==> src/logic/game_defs.svh <==
`ifndef GAME_DEFS_SVH
`define GAME_DEFS_SVH

// 640x480 at 60 Hz, one pixel per clock
`define H_ACTIVE 640
`define H_FP 16
`define H_SYNC 96
`define H_TOTAL 800

`define V_ACTIVE 480
`define V_FP 10
`define V_SYNC 2
`define V_TOTAL 525

// sprite geometry in pixels
`define GLOVE_W 32
`define GLOVE_H 16
`define GLOVE_Y 400
`define BALL_SIZE 16

// 12-bit colours, 4 bits per channel rgb
`define COL_IDLE 12'h008
`define COL_FIELD 12'h0a0
`define COL_END 12'h888
`define COL_GLOVE 12'hff0
`define COL_BALL 12'hfff
`define COL_PLAYER 12'hf00
`define COL_ENEMY 12'h00f

// score markers
`define MAX_SCORE 5
`define SCORE_Y 8
`define SCORE_SIZE 8
`define SCORE_PITCH 12
`define SCORE_X_PLAYER 8
`define SCORE_X_ENEMY 624   // enemy row grows to the left

// wishbone word addresses
`define REG_STATE 3'd0
`define REG_KEEPER_X 3'd1
`define REG_BALL_X 3'd2
`define REG_BALL_Y 3'd3
`define REG_SCORE 3'd4

`endif
==> src/logic/game_pkg.sv <==
`default_nettype none

package game_pkg;

    typedef enum logic [1:0] {
        IDLE      = 2'd0,
        KEEPER    = 2'd1,
        SHOOTER   = 2'd2,
        MATCH_END = 2'd3
    } g_state;

    // everything the colour stages need to draw one frame
    typedef struct packed {
        g_state     state;
        logic [9:0] keeper_x;       // glove left edge
        logic [9:0] ball_x;
        logic [9:0] ball_y;
        logic [2:0] score_player;
        logic [2:0] score_enemy;
    } scene_t;

endpackage

`default_nettype wire

==> src/logic/vga_pkg.sv <==
`default_nettype none

package vga_pkg;

    // one pixel in flight between the colour stages
    typedef struct packed {
        logic [10:0] hcount;
        logic [10:0] vcount;
        logic        hsync;
        logic        vsync;
        logic        hblnk;   // high outside active columns
        logic        vblnk;   // high outside active lines
        logic [11:0] rgb;
    } vga_bus_t;

endpackage

`default_nettype wire

==> src/logic/top_game.sv <==
`timescale 1ns/100ps
`default_nettype none

`include "game_defs.svh"

module top_game import vga_pkg::*, game_pkg::*; (
    input  logic        clk,
    input  logic        arst_n,
    input  logic        wb_cyc,
    input  logic        wb_stb,
    input  logic        wb_we,
    input  logic [2:0]  wb_adr,
    input  logic [31:0] wb_dat_w,
    output logic [31:0] wb_dat_r,
    output logic        wb_ack,
    output logic        hsync,
    output logic        vsync,
    output logic [11:0] rgb
);

    scene_t   scene;
    logic     frame_start;
    logic     show;         // sprites only during play
    vga_bus_t bus_t;
    vga_bus_t bus_bg;
    vga_bus_t bus_glove;
    vga_bus_t bus_ball;
    vga_bus_t bus_out;

    assign show = (scene.state == KEEPER) || (scene.state == SHOOTER);

    assign hsync = bus_out.hsync;
    assign vsync = bus_out.vsync;
    assign rgb   = bus_out.rgb;

    game_regs u_game_regs (
        .clk, .arst_n,
        .wb_cyc, .wb_stb, .wb_we, .wb_adr, .wb_dat_w,
        .frame_start,
        .wb_dat_r, .wb_ack,
        .scene
    );

    vga_timing u_vga_timing (.clk, .arst_n, .bus(bus_t), .frame_start);

    screen_selector u_screen_selector (
        .clk, .arst_n, .bus_in(bus_t), .scene, .bus_out(bus_bg)
    );

    sprite_overlay #(
        .SPRITE_W(`GLOVE_W), .SPRITE_H(`GLOVE_H), .SPRITE_COLOR(`COL_GLOVE)
    ) u_glove_sprite (
        .clk, .arst_n, .bus_in(bus_bg),
        .x_pos(scene.keeper_x), .y_pos(10'(`GLOVE_Y)), .show,
        .bus_out(bus_glove)
    );

    sprite_overlay #(
        .SPRITE_W(`BALL_SIZE), .SPRITE_H(`BALL_SIZE), .SPRITE_COLOR(`COL_BALL)
    ) u_ball_sprite (
        .clk, .arst_n, .bus_in(bus_glove),
        .x_pos(scene.ball_x), .y_pos(scene.ball_y), .show,
        .bus_out(bus_ball)
    );

    draw_score u_draw_score (
        .clk, .arst_n, .bus_in(bus_ball), .scene, .bus_out(bus_out)
    );

endmodule

`default_nettype wire

==> src/logic/draw_score.sv <==
`timescale 1ns/100ps
`default_nettype none

`include "game_defs.svh"

module draw_score import vga_pkg::*, game_pkg::*; (
    input  logic     clk,
    input  logic     arst_n,
    input  vga_bus_t bus_in,
    input  scene_t   scene,
    output vga_bus_t bus_out
);

    logic on_row;
    logic active;
    logic hit_player;
    logic hit_enemy;

    // true when h falls in the square starting at column x0
    function automatic logic in_col(input logic [10:0] h, input logic [10:0] x0);
        return (h >= x0) && (h < x0 + 11'(`SCORE_SIZE));
    endfunction

    assign on_row = (bus_in.vcount >= 11'(`SCORE_Y)) &&
                    (bus_in.vcount <  11'(`SCORE_Y + `SCORE_SIZE));
    assign active = !bus_in.hblnk && !bus_in.vblnk && (scene.state != IDLE);

    always_comb begin
        hit_player = 1'b0;
        hit_enemy  = 1'b0;
        for (int i = 0; i < `MAX_SCORE; i++) begin
            if ((3'(i) < scene.score_player) &&
                in_col(bus_in.hcount, 11'(`SCORE_X_PLAYER + i * `SCORE_PITCH))) begin
                hit_player = 1'b1;
            end
            // enemy markers run right to left
            if ((3'(i) < scene.score_enemy) &&
                in_col(bus_in.hcount, 11'(`SCORE_X_ENEMY - i * `SCORE_PITCH))) begin
                hit_enemy = 1'b1;
            end
        end
    end

    // markers go on top of everything else
    always_ff @(posedge clk or negedge arst_n) begin
        if (!arst_n) begin
            bus_out <= '0;
        end else begin
            bus_out <= bus_in;
            if (active && on_row && hit_player) begin
                bus_out.rgb <= `COL_PLAYER;
            end else if (active && on_row && hit_enemy) begin
                bus_out.rgb <= `COL_ENEMY;
            end
        end
    end

endmodule

`default_nettype wire

==> src/logic/sprite_overlay.sv <==
`timescale 1ns/100ps
`default_nettype none

module sprite_overlay import vga_pkg::*; #(
    parameter int          SPRITE_W     = 16,
    parameter int          SPRITE_H     = 16,
    parameter logic [11:0] SPRITE_COLOR = 12'hfff
) (
    input  logic       clk,
    input  logic       arst_n,
    input  vga_bus_t   bus_in,
    input  logic [9:0] x_pos,
    input  logic [9:0] y_pos,
    input  logic       show,
    output vga_bus_t   bus_out
);

    logic [10:0] x_lo;
    logic [10:0] x_hi;
    logic [10:0] y_lo;
    logic [10:0] y_hi;
    logic        in_x;
    logic        in_y;
    logic        active;
    logic        hit;

    // one extra bit so the far edge cannot wrap
    assign x_lo = {1'b0, x_pos};
    assign y_lo = {1'b0, y_pos};
    assign x_hi = x_lo + 11'(SPRITE_W);
    assign y_hi = y_lo + 11'(SPRITE_H);

    assign in_x   = (bus_in.hcount >= x_lo) && (bus_in.hcount < x_hi);
    assign in_y   = (bus_in.vcount >= y_lo) && (bus_in.vcount < y_hi);
    assign active = !bus_in.hblnk && !bus_in.vblnk;

    assign hit = show && active && in_x && in_y;

    always_ff @(posedge clk or negedge arst_n) begin
        if (!arst_n) begin
            bus_out <= '0;
        end else begin
            bus_out <= bus_in;
            if (hit) begin
                bus_out.rgb <= SPRITE_COLOR;    // solid fill
            end
        end
    end

endmodule

`default_nettype wire

==> src/logic/screen_selector.sv <==
`timescale 1ns/100ps
`default_nettype none

`include "game_defs.svh"

module screen_selector import vga_pkg::*, game_pkg::*; (
    input  logic     clk,
    input  logic     arst_n,
    input  vga_bus_t bus_in,
    input  scene_t   scene,
    output vga_bus_t bus_out
);

    logic [11:0] bg_color;
    logic        blank;

    assign blank = bus_in.hblnk || bus_in.vblnk;

    always_comb begin
        case (scene.state)
            IDLE:            bg_color = `COL_IDLE;
            KEEPER, SHOOTER: bg_color = `COL_FIELD;
            default:         bg_color = `COL_END;     // MATCH_END
        endcase
    end

    // timing fields pass through, colour replaced
    always_ff @(posedge clk or negedge arst_n) begin
        if (!arst_n) begin
            bus_out <= '0;
        end else begin
            bus_out     <= bus_in;
            bus_out.rgb <= blank ? 12'h000 : bg_color;
        end
    end

endmodule

`default_nettype wire

==> src/logic/vga_timing.sv <==
`timescale 1ns/100ps
`default_nettype none

`include "game_defs.svh"

module vga_timing import vga_pkg::*; (
    input  logic     clk,
    input  logic     arst_n,
    output vga_bus_t bus,
    output logic     frame_start
);

    logic [10:0] hcount;
    logic [10:0] vcount;
    logic        line_end;
    logic        frame_end;

    assign line_end  = (hcount == 11'(`H_TOTAL - 1));
    assign frame_end = (vcount == 11'(`V_TOTAL - 1));

    // free-running pixel and line counters
    always_ff @(posedge clk or negedge arst_n) begin
        if (!arst_n) begin
            hcount <= '0;
            vcount <= '0;
        end else if (line_end) begin
            hcount <= '0;
            vcount <= frame_end ? 11'd0 : vcount + 11'd1;
        end else begin
            hcount <= hcount + 11'd1;
        end
    end

    always_comb begin
        bus.hcount = hcount;
        bus.vcount = vcount;
        // sync pulses sit right after the front porch
        bus.hsync  = (hcount >= 11'(`H_ACTIVE + `H_FP)) &&
                     (hcount <  11'(`H_ACTIVE + `H_FP + `H_SYNC));
        bus.vsync  = (vcount >= 11'(`V_ACTIVE + `V_FP)) &&
                     (vcount <  11'(`V_ACTIVE + `V_FP + `V_SYNC));
        bus.hblnk  = (hcount >= 11'(`H_ACTIVE));
        bus.vblnk  = (vcount >= 11'(`V_ACTIVE));
        bus.rgb    = '0;    // colour is added downstream
    end

    assign frame_start = (hcount == 11'd0) && (vcount == 11'd0);

    a_counter_range: assert property (@(posedge clk) disable iff (!arst_n)
        (hcount < 11'(`H_TOTAL)) && (vcount < 11'(`V_TOTAL)))
        else $error("vga counters out of range h=%0d v=%0d", hcount, vcount);

endmodule

`default_nettype wire

==> src/logic/game_regs.sv <==
`timescale 1ns/100ps
`default_nettype none

`include "game_defs.svh"

module game_regs import game_pkg::*; (
    input  logic        clk,
    input  logic        arst_n,
    input  logic        wb_cyc,
    input  logic        wb_stb,
    input  logic        wb_we,
    input  logic [2:0]  wb_adr,
    input  logic [31:0] wb_dat_w,
    input  logic        frame_start,
    output logic [31:0] wb_dat_r,
    output logic        wb_ack,
    output scene_t      scene
);

    g_state     state_q;
    logic [9:0] keeper_x_q;
    logic [9:0] ball_x_q;
    logic [9:0] ball_y_q;
    logic [2:0] score_player_q;
    logic [2:0] score_enemy_q;
    logic       busy;           // strobe already acknowledged
    logic       wr_en;
    logic [2:0] player_clip;
    logic [2:0] enemy_clip;

    assign wr_en = wb_ack && wb_we;

    // scores saturate at the match limit
    assign player_clip = (wb_dat_w[2:0] > 3'(`MAX_SCORE)) ? 3'(`MAX_SCORE) : wb_dat_w[2:0];
    assign enemy_clip  = (wb_dat_w[6:4] > 3'(`MAX_SCORE)) ? 3'(`MAX_SCORE) : wb_dat_w[6:4];

    // one ack per strobe, then wait for stb to drop
    always_ff @(posedge clk or negedge arst_n) begin
        if (!arst_n) begin
            wb_ack <= 1'b0;
            busy   <= 1'b0;
        end else begin
            wb_ack <= wb_cyc && wb_stb && !busy;
            busy   <= wb_cyc && wb_stb;
        end
    end

    always_ff @(posedge clk or negedge arst_n) begin
        if (!arst_n) begin
            state_q        <= IDLE;
            keeper_x_q     <= '0;
            ball_x_q       <= '0;
            ball_y_q       <= '0;
            score_player_q <= '0;
            score_enemy_q  <= '0;
        end else if (wr_en) begin
            case (wb_adr)
                `REG_STATE:    state_q    <= g_state'(wb_dat_w[1:0]);
                `REG_KEEPER_X: keeper_x_q <= wb_dat_w[9:0];
                `REG_BALL_X:   ball_x_q   <= wb_dat_w[9:0];
                `REG_BALL_Y:   ball_y_q   <= wb_dat_w[9:0];
                `REG_SCORE: begin
                    score_player_q <= player_clip;
                    score_enemy_q  <= enemy_clip;
                end
                default: ;  // unmapped, write dropped
            endcase
        end
    end

    always_comb begin
        case (wb_adr)
            `REG_STATE:    wb_dat_r = {30'd0, state_q};
            `REG_KEEPER_X: wb_dat_r = {22'd0, keeper_x_q};
            `REG_BALL_X:   wb_dat_r = {22'd0, ball_x_q};
            `REG_BALL_Y:   wb_dat_r = {22'd0, ball_y_q};
            `REG_SCORE:    wb_dat_r = {25'd0, score_enemy_q, 1'b0, score_player_q};
            default:       wb_dat_r = '0;
        endcase
    end

    // shadow copy, frozen for the whole frame
    always_ff @(posedge clk or negedge arst_n) begin
        if (!arst_n) begin
            scene <= '0;
        end else if (frame_start) begin
            scene.state        <= state_q;
            scene.keeper_x     <= keeper_x_q;
            scene.ball_x       <= ball_x_q;
            scene.ball_y       <= ball_y_q;
            scene.score_player <= score_player_q;
            scene.score_enemy  <= score_enemy_q;
        end
    end

    a_ack_in_cycle: assert property (@(posedge clk) disable iff (!arst_n)
        wb_ack |-> (wb_cyc && wb_stb))
        else $error("wb_ack raised outside a wishbone cycle");

    a_score_limit: assert property (@(posedge clk) disable iff (!arst_n)
        (score_player_q <= 3'(`MAX_SCORE)) && (score_enemy_q <= 3'(`MAX_SCORE)) &&
        (scene.score_player <= 3'(`MAX_SCORE)) && (scene.score_enemy <= 3'(`MAX_SCORE)))
        else $error("stored score above MAX_SCORE");

endmodule

`default_nettype wire

==> config.mk <==
export PLATFORM = sky130hd
export DESIGN_NAME = top_game
export DESIGN_NICKNAME = d
export VERILOG_FILES = /design/src/logic/game_pkg.sv /design/src/logic/vga_pkg.sv /design/src/logic/top_game.sv /design/src/logic/draw_score.sv /design/src/logic/sprite_overlay.sv /design/src/logic/screen_selector.sv /design/src/logic/vga_timing.sv /design/src/logic/game_regs.sv
export VERILOG_INCLUDE_DIRS = /design/src /design/src/logic
export SDC_FILE = /design/constraint.sdc
export NUM_CORES = 1
export LEC_CHECK = 0
export ABC_AREA = 1
export BUFFER_PORTS_ARGS = -buffer_cell sky130_fd_sc_hd__buf_2
export CAP_MARGIN = 20
export CORE_UTILIZATION = 35
export CTS_CLUSTER_SIZE = 24
export DETAILED_ROUTE_END_ITERATION = 8
export SETUP_SLACK_MARGIN = 0.4
export SLEW_MARGIN = 25
export SYNTH_ARGS = -nofsm -noshare
export SYNTH_HDL_FRONTEND = slang
export SYNTH_SLANG_ARGS = --single-unit
==> constraint.sdc <==
create_clock -name clk -period 2.69 [get_ports clk]
set_input_delay 0 -clock clk [delete_from_list [all_inputs] [get_ports clk]]
set_output_delay 0 -clock clk [all_outputs]
set_load 0.01 [all_outputs]
==> results of run 1 <==
[registers in the layout, summed over array words and instances (netlist names)]
register	cells
u_draw_score.bus_out	9
u_screen_selector.bus_out	30
u_glove_sprite.bus_out	31
u_vga_timing.hcount	11
u_game_regs.score_player_q	3
u_game_regs.wb_ack	1
u_game_regs.busy	1
u_vga_timing.vcount	11
u_game_regs.ball_x_q	10
u_game_regs.keeper_x_q	10
u_game_regs.scene	38
u_ball_sprite.bus_out	29
u_game_regs.ball_y_q	10
u_game_regs.score_enemy_q	3
u_game_regs.state_q	2
[area by class of cell]
type                    count  area [um2]
fillers                  2653       16000
flip-flops and latches    199        4980
multi-input cells         673        3700
inverters                 189         709
repair buffers             70         519
clock buffers              18         439
well taps                 341         427
clock inverters            14         136
[path summary, 6_finish.rpt]
kind,from,endpoint,depth (start not counted)
max,u_game_regs.wb_ack,u_game_regs.score_player_q[1],8
min,wb_adr[2],u_game_regs.state_q[0],4
max reg2reg,u_game_regs.wb_ack,u_game_regs.score_player_q[1],8
min reg2reg,u_screen_selector.bus_out[16],u_glove_sprite.bus_out[16],0
max in group asynchronous,arst_n,u_game_regs.keeper_x_q[5],3
min in group asynchronous,arst_n,u_vga_timing.vcount[8],2
[timing repair]
action	in CTS	in global routing
hold buffers	21	0
setup buffers	0	1
hold endpoints to repair	125	0
resized for setup	0	4
setup endpoints to repair	0	9
[power groups by stage]
stage / Combinational, mW / Clock, mW / Sequential (mW)
floorplan: 0.205 / 0 / 3.19
global placement: 0.358 / 0 / 3.21
detailed placement: 0.362 / 0 / 3.21
CTS: 0.396 / 2.55 / 3.15
global route: 0.442 / 2.66 / 3.17
finish: 0.389 / 2.47 / 3.15
[cell usage in the layout, fill, tap and decap left out, types with 4 or more instances in the layout]
| master | synthesis | routed |
|---|---|---|
| o21bai_1 | 6 | 6 |
| o22ai_1 | 5 | 5 |
| nand4_1 | 14 | 14 |
| a21oi_1 | 30 | 30 |
| buf_2 | 3 | 41 |
| o21ai_0 | 40 | 40 |
| o221ai_1 | 6 | 6 |
| nand2_1 | 231 | 230 |
| o21ai_2 | 10 | 10 |
| inv_2 | 13 | 13 |
| inv_1 | 176 | 176 |
| nor2_1 | 88 | 88 |
| a221o_1 | 4 | 4 |
| ha_1 | 60 | 60 |
| nor3_1 | 22 | 21 |
| clkbuf_16 | 0 | 17 |
| nand3_1 | 45 | 43 |
| o21ai_1 | 41 | 41 |
| xor2_1 | 16 | 16 |
| dfrtp_1 | 199 | 199 |
| dlygate4sd3_1 | 0 | 21 |
| conb_1 | 1 | 22 |
| buf_4 | 27 | 4 |
| xnor2_1 | 4 | 4 |
| inv_8 | 0 | 4 |
[kinds of logic (layout without fill, tap and decap cells)]
group	count (synthesis)	count (layout)	synth area share, %
adder cells (fa/ha/maj)	60	60	7.83
buffers and inverters	231	291	10.5
AND/OR/NAND/NOR	422	422	18.8
other	1	22	0.0391
XOR/XNOR	20	20	1.83
flip-flops	199	199	52.0
AO/OA/AOI/OAI	149	149	9.01
[metrics by stage]
| stage | instances | utilization (%) | cell area (um2) | worst slack [ns] | hold WS (ns) |
|---|---|---|---|---|---|
| after global placement | 1450 | 37.6 | 10100 | 0.598 | 0.102 |
| after global routing | 1504 | 40.6 | 10900 | 0.392 | 0.116 |
| after detailed placement | 1450 | 37.6 | 10100 | 0.536 | 0.112 |
| after floorplan | 1103 | - | 9660 | 0.853 | -0.296 |
| final | 1504 | 40.6 | 10900 | 0.480 | 0.0761 |
| after CTS | 1503 | 40.5 | 10900 | 0.491 | 0.0534 |
[layer usage]
metal  part of all wire (%)  wire (um)  up-vias  track usage, %
met5                      0          0        -               0
met4                    2.1        424        0            5.66
met3                    3.3        665       26            3.21
li1                       -          -     3541               -
met2                     48       9800      120            25.6
met1                     46       9400     3269            20.0
[worst reg2reg max path, stage by stage, from the launching register on]
cell	delay (ns)
dfrtp_1	0.35
nand2_1	0.11
nor2_4	0.20
inv_2	0.07
nor2_1	0.13
nand2_1	0.08
dlygate4sd3_1	0.57
o21ai_1	0.08
dlygate4sd3_1	0.57
==> summary.txt, run 1 <==
Cells and area
  – # nets final: 1250
  – Inserted Diodes: 0
  – Layout overhead on the synthesized area: 13.8%
  – Share of layout cells above drive strength 1: a little over a tenth

Pwr
  – Reg power frac: about 52%
  – Logic gate share of total power: ~6.5%
  – VDD IR-drop max: between 0.3 and 0.4 mV
  – Leak: between 5 and 6 nW
  – Net Switching: between 1.5 and 2 mW
  – Pwr/cell area: approximately 550 nW/um2
  – Sw frac: 25.7%
  – Internal power: approximately 4.5 mW
  – Clock share of power: 41.1%
  – Overall Power: approximately 6.0 mW

Synth
  – Area contributors post-synth: dfrtp_1 52%, nand2_1 9.0%, ha_1 7.8%
  – Synth area leader: dfrtp_1
  – EDFF count, synth: 0
  – Async SR Flop Fraction: between 90% and 100%
  – Cells after synthesis: ~1100
  – Sequential fraction of the synthesis area: around 52%
  – Yosys reg bits: 199
  – Ys flop type: dfrtp_1
  – Warning count from the yosys run: 0
  – Count leader, synth: nand2_1
  – Number of library cell types mapped by synthesis: between 40 and 50
  – Area of the mapped netlist: between 9000 and 10000 um2
  – Syn_area_per_cell: slightly below 9 um2
  – Top-area cell type share of the netlist area: 52.0%
  – Top cells by count, synth: 231 x nand2_1, 199 x dfrtp_1, 176 x inv_1

Detailed routing
  – Final ANT Viol Nets: 0
  – DR vias: 6956
  – DRC: 0
  – Routed wire length: between 20000 and 25000 um
  – DR pass1 iterations: 4
  – Drt wl/cell: approximately 13 um
  – 1st-iter DRT viols: roughly 400
  – Vias/cell: 4.63

Hold path
  – Worst hold path class: primary input to flip-flop

Run
  – Max-cap check violation count: 0

STA
  – Setup-failing EPs final: 0
  – Final Hold Vio Count: 0
  – RSZ-0062 raised after global routing: yes
  – Setup TNS: 0 ns
  – Rel. slew slack: 51.3%
  – Fin Clk Skew: a little under 0.01 ns
  – Worst-margin pin slew: 0.729 ns
  – Final Cycle Share: ~80%
  – Post-layout min period: roughly 2.2 ns
  – Final count of pins violating max slew: 0
  – Fmax: 0.453 GHz

Worst setup path
  – Crit end category: flip-flop
  – WP data required: just over 3 ns
  – Crit-path slowest cell: dlygate4sd3_1
  – CP startpoint kind: flip-flop
  – Crit path arrival time: 2.60 ns
  – Cell family with most CP delay: buffers and inverters
  – Crit path largest cell delay: about 0.57 ns
  – Cell Chain, Critical Path: nand2_1 -> nor2_4 -> inv_2 -> nor2_1 -> nand2_1 -> dlygate4sd3_1 -> o21ai_1 -> dlygate4sd3_1
  – Minimum setup slack among reg-to-reg paths: approximately 0.48 ns
  – Critical path class: flip-flop to flip-flop
  – Worst-path fanout max: 7
  – Worst path bufs/invs: 3

GRT
  – First-pass GRT wire length: roughly 34000 um
  – Initial antenna violation count: 0
  – Gr ovfl total: 0
  – Total Routing Usage GR: 15.5%
  – Largest net degree at the start of global routing: 90
  – Number of global-route vias before repair: a little under 7000

Floorplanning
  – Die Y: between 150 and 200 um
  – Top Ports: 87
  – Starting Density: between 30 and 40%
  – Die X: about 170 um
  – # rows: 60
  – Core ar.: 26900 um2
  – DIE AREA: ~28000 um2

CTS
  – Longest Clk Path Bufs: 2
  – Clk Latency, worst-skew pair: between 0.4 and 0.5 ns
  – Clock sink count: around 200
  – Root Buffer Master: clkbuf_16
  – Total CTS buffers: 17
  – Register clock-pin slew on the reported worst setup and hold paths: about 0.080 ns
  – H-Tree Level Count: 4
  – CTS tree: built

Place
  – Placer congestion estimate: roughly 0.9
  – DPL Wire Length: 15100 um
  – Port Buffers: 42

Run status
  – Status: completed
Note: power is estimated with default switching activity, not from simulation.
==> inputs of run 2 (changes only) <==
--- a/config.mk
+++ b/config.mk
@@ -6,7 +6,7 @@
 export SDC_FILE = /design/constraint.sdc
 export NUM_CORES = 1
 export LEC_CHECK = 0
-export ABC_AREA = 1
+export ABC_AREA = 0
 export BUFFER_PORTS_ARGS = -buffer_cell sky130_fd_sc_hd__buf_2
 export CAP_MARGIN = 20
 export CORE_UTILIZATION = 35
==> constraint.sdc (replaced) <==
create_clock -name clk -period 2.2 [get_ports clk]
set_input_delay 0 -clock clk [delete_from_list [all_inputs] [get_ports clk]]
set_output_delay 0 -clock clk [all_outputs]
set_load 0.01 [all_outputs]
==> run 2 against run 1 <==
Against the previous run:
- the flow now finishes with violations (negative setup slack)
- via count is 11% lower
- hold slack got worse by 0.013 ns
- synthesized cell count decreased by 30%
- routed wire length rose by 3.0%
- area after synthesis decreased by 5.5%
- design area up 8.3%
- clock-buffer cell count shrank 1
- register-to-register slack worse by 0.57 ns
- sequential share of layout area down 3.9 points
- total power is 23% higher
- critical path type unchanged
==> summary.txt, run 2 <==
STA
  – Final count of pins violating max slew: 0
  – Post-layout min period: 2.29 ns
  – RSZ-0062 raised after global routing: yes
  – Fin Clk Skew: around 0.014 ns
  – Setup-failing EPs final: 36
  – Rel. slew slack: roughly 50%
  – Final Cycle Share: 104%
  – Fmax: 0.437 GHz
  – Worst-margin pin slew: about 0.75 ns
  – Final Hold Vio Count: 0
  – Hold WS: 0.0635 ns
  – Setup ws final: -0.0858 ns

CTS
  – Register clock-pin slew on the reported worst setup and hold paths: about 0.070 ns
  – H-Tree Level Count: 4
  – Total CTS buffers: 17
  – Root Buffer Master: clkbuf_16
  – CTS tree: built
  – Clk Latency, worst-skew pair: roughly 0.44 ns
  – Longest Clk Path Bufs: 2
  – Clock sink count: 197

Run status
  – Status: complete, but fails checks
  – Failing checks: negative setup slack

Pwr
  – VDD IR-drop max: 0.384 mV
  – Pwr/cell area: between 600 and 700 nW/um2
  – Overall Power: around 7.4 mW
  – Leak: 5.45 nW

Hold path
  – Worst hold path class: primary input to asynchronous set/reset pin

GRT
  – Initial antenna violation count: 0
  – First-pass GRT wire length: ~34000 um
  – Total Routing Usage GR: roughly 17%
  – Largest net degree at the start of global routing: 65
  – Gr ovfl total: 0
  – Number of global-route vias before repair: about 6200

Detailed routing
  – DRC: 0
  – Routed wire length: 20900 um
  – Final ANT Viol Nets: 0
  – Drt wl/cell: about 17 um
  – 1st-iter DRT viols: 295
  – DR vias: approximately 6200
  – Met3 wire len: 725 um
  – DR pass1 iterations: 4
  – Wire length on met2: 10200 um
  – Wl on met1: about 9400 um
  – Vias/cell: 4.97
  – Top Metal Used: met4

Synth
  – Synth area leader: dfrtp_1
  – Yosys reg bits: roughly 200
  – Top cells by count, synth: 197 x dfrtp_1, 60 x ha_1, 59 x mux2_2
  – Cells after synthesis: 760
  – Async SR Flop Fraction: between 90% and 100%
  – Sequential fraction of the synthesis area: about 54%
  – Area contributors post-synth: dfrtp_1 54%, ha_1 8.3%, mux2_2 7.3%
  – Number of library cell types mapped by synthesis: 60
  – EDFF count, synth: 0
  – Ys flop type: dfrtp_1
  – Area of the mapped netlist: just over 9000 um2
  – Syn_area_per_cell: around 12 um2
  – Count leader, synth: dfrtp_1
  – Warning count from the yosys run: 0
  – Top-area cell type share of the netlist area: between 50% and 60%

Cells and area
  – Inserted Diodes: 0
  – Share of layout cells above drive strength 1: roughly 36%
  – Commonest non-fill, non-tap cell in the layout: dfrtp_1
  – Max FFs per register: 38
  – # nets final: 999
  – Largest regs: u_game_regs.scene x38, u_glove_sprite.bus_out x31, u_screen_selector.bus_out x30
  – Finished Layout Cells: 1242
  – Most frequent cells in the layout: 193 x dfrtp_1, 55 x buf_4, 51 x inv_1, 51 x ha_1, 41 x buf_2
  – Layout overhead on the synthesized area: 30.3%
  – Most flops, register: u_game_regs.scene
  – Area of the multi-input gates: ~4400 um2
  – # fillers: between 2000 and 2500
  – Reg area: just under 5000 um2

Worst setup path
  – Crit end category: flip-flop
  – Crit path arrival time: ~2.6 ns
  – WP data required: around 2.5 ns
  – Crit-path slowest cell: or4b_4
  – Worst-path fanout max: 5
  – Crit path largest cell delay: roughly 0.5 ns
  – Critical path class: flip-flop to flip-flop
  – Cell Chain, Critical Path: inv_2 -> ha_4 -> or4b_4 -> nor4_4 -> buf_6 -> buf_6 -> buf_12 -> buf_16 -> mux2_4
  – Most used cell, CP: buf_6
  – CP startpoint kind: flip-flop

Floorplanning
  – Top Ports: 87
  – Starting Density: 35.9%
  – # rows: 58
  – Core ar.: 25300 um2
  – DIE AREA: around 27000 um2
  – Die Y: between 150 and 200 um
  – Die X: roughly 160 um

Place
  – Cells after DPL: about 1200
  – DPL Wire Length: 14200 um
  – Port Buffers: 42
  – Placer congestion estimate: between 0.8 and 0.9

Run
  – Max-cap check violation count: 0
[run 2: changes by cell type after synthesis, sizes merged, moves of 8 or more]
cell	previous run	this run
nor2	90	40
a22oi	0	12
nand2	233	36
xnor2	4	16
nand2b	0	9
nor3	25	15
a21oi	30	18
nand3	46	24
inv	189	56
nor2b	0	15
a211oi	0	8
o21ai	91	20
mux2	0	79
[run 2: critical path: cells and delay by family, from the launching register on]
family,cells,cell delay (ns)
AND/OR/NAND/NOR,2,0.75
flip-flops,1,0.39
adder cells (fa/ha/maj),1,0.13
multiplexers,1,0.29
buffers and inverters,5,0.61
[run 2: area by class of cell]
cell class / count / area share [%]
Sequential cell: 197 / 41.8
Multi-Input combinational cell: 486 / 37.1
Tap cell: 330 / 3.50
Clock buffer: 17 / 3.60
Clock inverter: 15 / 1.35
Timing Repair Buffer: 141 / 10.9
Inverter: 56 / 1.80
[run 2: power by group]
part	internal [mW]	switching [mW]	total, mW
Sequential	3.74	0.143	3.88
Clock	1.61	1.49	3.10
Combinational	0.186	0.202	0.389
Total	5.54	1.83	7.37
[run 2: what timing repair did]
item                       4_1_cts  5_1_grt
pin swaps                       17       17
hold buffers                    15        0
hold endpoints to repair       205        0
cloned                           7        0
setup buffers                   18        7
resized for setup               81       47
setup endpoints to repair       64       81
[run 2: logic make-up (layout without fill, tap and decap cells)]
family	after synthesis	count (layout)	share of synthesized area, %
fa+ha+maj	60	60	8.28
buf+inv	98	229	5.40
other cells	1	22	0.0414
compound gates	104	104	7.93
xor+xnor	25	25	2.42
simple gates	192	192	11.3
mux	83	83	10.3
flops	197	197	54.4
[run 2: per-layer routing]
metal  vias up  global-route usage (%)
met4         0                    6.46
li1       2942                       -
met2       104                    27.4
met1      3098                    21.5
met3        31                    3.44
met5         -                       0
[run 2: metrics by stage]
stage	setup WS, ns	TNS, ns	util (%)	area, um2
5_1_grt	-0.164	-4.59	46.8	11800
6_report	-0.0858	-1.26	46.8	11800
3_3_place_gp	-0.106	-0.581	40.0	10100
4_1_cts	-0.102	-0.888	45.7	11500
3_5_place_dp	-0.153	-1.07	40.0	10100
2_1_floorplan	0.0534	0	-	9330
[run 2: path summary, 6_finish.rpt]
path / endpoint / slack, ns / start / depth (start not counted)
min in group clk: u_game_regs.state_q[0] / 0.07 / wb_we / 5
max in group asynchronous: u_game_regs.scene[31] / 1.31 / arst_n / 3
worst max-delay path: u_game_regs.scene[15] / -0.09 / u_vga_timing.vcount[1] / 9
worst min register to register: u_glove_sprite.bus_out[17] / 0.35 / u_screen_selector.bus_out[17] / 0
worst min-delay path: u_game_regs.keeper_x_q[0] / 0.06 / arst_n / 2
worst max register to register: u_game_regs.scene[15] / -0.09 / u_vga_timing.vcount[1] / 9
==> inputs of run 3 (changes only) <==
--- a/config.mk
+++ b/config.mk
@@ -12,7 +12,6 @@
 export CORE_UTILIZATION = 35
 export CTS_CLUSTER_SIZE = 24
 export DETAILED_ROUTE_END_ITERATION = 8
-export SETUP_SLACK_MARGIN = 0.4
 export SLEW_MARGIN = 25
 export SYNTH_ARGS = -nofsm -noshare
 export SYNTH_HDL_FRONTEND = slang
==> run 3 against run 2 <==
Against the previous run:
- global-route usage shrank 0.39 points
- flip-flop and latch count unchanged
- clock-buffer cell count up 1
- via count down 1.8%
- maximum frequency is 2.1% higher
- the flow still finishes with violations (negative setup slack)
- hold slack improved by 0.023 ns
- cell count shrank 1.5%
- worst setup slack better by 0.046 ns
- register-to-register slack improved by 0.05 ns
==> summary.txt, run 3 (synthesized netlist as in run 2, its figures left out) <==
Run status
  – Status: complete, but fails checks
  – Failing checks: negative setup slack

Pwr
  – Net Switching: 1.76 mW
  – Sw frac: a little under a quarter
  – Overall Power: roughly 7.4 mW
  – Clock share of power: between 40% and 50%
  – VDD IR-drop max: around 0.5 mV
  – Reg power frac: a little over half
  – Logic gate share of total power: between 5 and 6%
  – Pwr/cell area: roughly 660 nW/um2
  – Internal power: 5.66 mW
  – Leak: approximately 5.3 nW

Cells and area
  – # nets final: 980
  – Largest regs: u_game_regs.scene x38, u_glove_sprite.bus_out x31, u_screen_selector.bus_out x30
  – Share of layout cells above drive strength 1: approximately 30%
  – Inserted Diodes: 0
  – Most frequent cells in the layout: 193 x dfrtp_1, 54 x inv_1, 54 x ha_1
  – Reg area: roughly 4900 um2
  – Layout overhead on the synthesized area: 24.6%
  – Area of the multi-input gates: 4130 um2
  – Max FFs per register: 38
  – Most flops, register: u_game_regs.scene
  – Commonest non-fill, non-tap cell in the layout: dfrtp_1
  – # fillers: roughly 2300

GRT
  – Largest net degree at the start of global routing: 72
  – First-pass GRT wire length: approximately 33000 um
  – Initial antenna violation count: 0
  – Total Routing Usage GR: approximately 16%
  – Number of global-route vias before repair: between 6000 and 7000
  – Gr ovfl total: 0

Hold path
  – WHS Path Cells: 5
  – WHS Endpoint: u_game_regs.state_q[0]
  – Worst hold path class: primary input to flip-flop
  – Critical hold path startpoint: wb_we

Place
  – DPL Wire Length: roughly 14000 um
  – Placer congestion estimate: 0.846
  – Port Buffers: between 40 and 50

Floorplanning
  – # rows: 58
  – Die X: 163 um
  – Starting Density: between 30% and 40%
  – DIE AREA: between 20000 and 30000 um2
  – Die Y: 163 um
  – Top Ports: 87
  – Core ar.: between 20000 and 30000 um2

STA
  – Final Cycle Share: 102%
  – Rel. slew slack: between 50% and 60%
  – Fin Clk Skew: approximately 0.013 ns
  – Final Hold Vio Count: 0
  – Setup ws final: -0.0396 ns
  – Setup-failing EPs final: 13
  – Final count of pins violating max slew: 0
  – Worst-margin pin slew: 0.690 ns
  – Fmax: around 0.45 GHz
  – Post-layout min period: approximately 2.2 ns
  – Hold WS: around 0.086 ns
  – RSZ-0062 raised after global routing: yes

Detailed routing
  – Routed wire length: 20700 um
  – Wire length on met2: 9870 um
  – 1st-iter DRT viols: roughly 370
  – DR pass1 iterations: 4
  – Final ANT Viol Nets: 0
  – Drt wl/cell: about 17 um
  – Top Metal Used: met4
  – Met3 wire len: 786 um
  – Wl on met1: 9420 um
  – DR vias: approximately 6000
  – DRC: 0
  – Vias/cell: just under 5

Worst setup path
  – Worst reg2reg path depth: 9
  – Critical path class: flip-flop to flip-flop
  – Crit end category: flip-flop
  – CP startpoint kind: flip-flop
  – Crit path arrival time: approximately 2.6 ns
  – Worst R2R End: u_ball_sprite.bus_out[11]
  – FF-to-FF Start: u_game_regs.scene[20]
  – Minimum setup slack among reg-to-reg paths: -0.04 ns
  – WP data required: around 2.5 ns
  – Worst-path fanout max: 6

CTS
  – Clock sink count: approximately 200
  – Register clock-pin slew on the reported worst setup and hold paths: around 0.070 ns
  – CTS tree: built
  – Clk Latency, worst-skew pair: about 0.43 ns
  – H-Tree Level Count: 4
  – Longest Clk Path Bufs: 2
  – Total CTS buffers: 17
  – Root Buffer Master: clkbuf_16

Run
  – Max-cap check violation count: 0
run 3: cell count changes in the layout (fill, tap and decap cells not counted), moves of 5 or more:
cell / previous run / this run
buf_16: 7 / 2
buf_6: 14 / 7
o21ai_0: 13 / 18
buf_4: 55 / 50
run 3: worst max-delay path by stage:
stage	start	endpoint	slack, ns	depth (start not counted)
after global routing	u_game_regs.scene[14]	u_ball_sprite.bus_out[11]	-0.22	10
final	u_game_regs.scene[20]	u_ball_sprite.bus_out[11]	-0.04	9
after detailed placement	u_game_regs.scene[20]	u_ball_sprite.bus_out[10]	-0.15	7
after floorplan	u_game_regs.scene[20]	u_ball_sprite.bus_out[10]	0.05	9
after global placement	u_vga_timing.vcount[2]	u_game_regs.scene[20]	-0.07	6
after CTS	u_game_regs.scene[20]	u_ball_sprite.bus_out[10]	-0.08	9
run 3: what timing repair did:
action | CTS | global route
pin swaps | 9 | 12
cloned | 3 | 3
resized for setup | 43 | 57
buffers inserted | 8 | 1
hold buffers | 15 | 0
hold endpoints to repair | 106 | 0
endpoints found under the setup margin | 49 | 57
run 3: area by class of cell:
class	instances	share of cell area (%)
Sequential cell	197	43.7
Multi-Input combinational cell	486	36.5
Timing Repair Buffer	122	8.93
Clock buffer	18	3.89
Tap cell	330	3.66
Inverter	56	1.86
Clock inverter	14	1.43
run 3: worst max-delay path, cell delays in order (launching register included):
cell,delay [ns]
dfrtp_1,0.40
ha_2,0.20
and3_4,0.18
xnor2_1,0.12
ha_1,0.32
a21oi_2,0.13
nor2_1,0.08
nor4_4,0.29
o31ai_4,0.16
o41ai_2,0.24
run 3: per-stage QoR:
stage	setup TNS, ns	cells	util (%)	instance area, um2	worst slack (ns)
after floorplan	0	781	-	9140	0.0497
after global placement	-1.83	1163	39.3	9920	-0.0661
after detailed placement	-1.63	1163	39.3	9920	-0.153
after CTS	-0.408	1221	43.6	11000	-0.0830
after global routing	-2.04	1223	44.7	11300	-0.219
final	-0.140	1223	44.7	11300	-0.0396
run 3: per-layer routing:
layer	global-route usage (%)	vias up
li1	-	2886
met1	21.2	3046
met2	26.7	102
met3	3.39	30
met4	5.95	0
met5	0	-
run 3: power by group through the flow:
stage | Sequential, mW | Combinational, mW | Clock, mW
5_1_grt | 3.88 | 0.436 | 3.41
4_1_cts | 3.86 | 0.393 | 3.26
3_3_place_gp | 3.93 | 0.364 | 0
6_report | 3.87 | 0.387 | 3.17
2_1_floorplan | 3.87 | 0.241 | 0
3_5_place_dp | 3.93 | 0.370 | 0
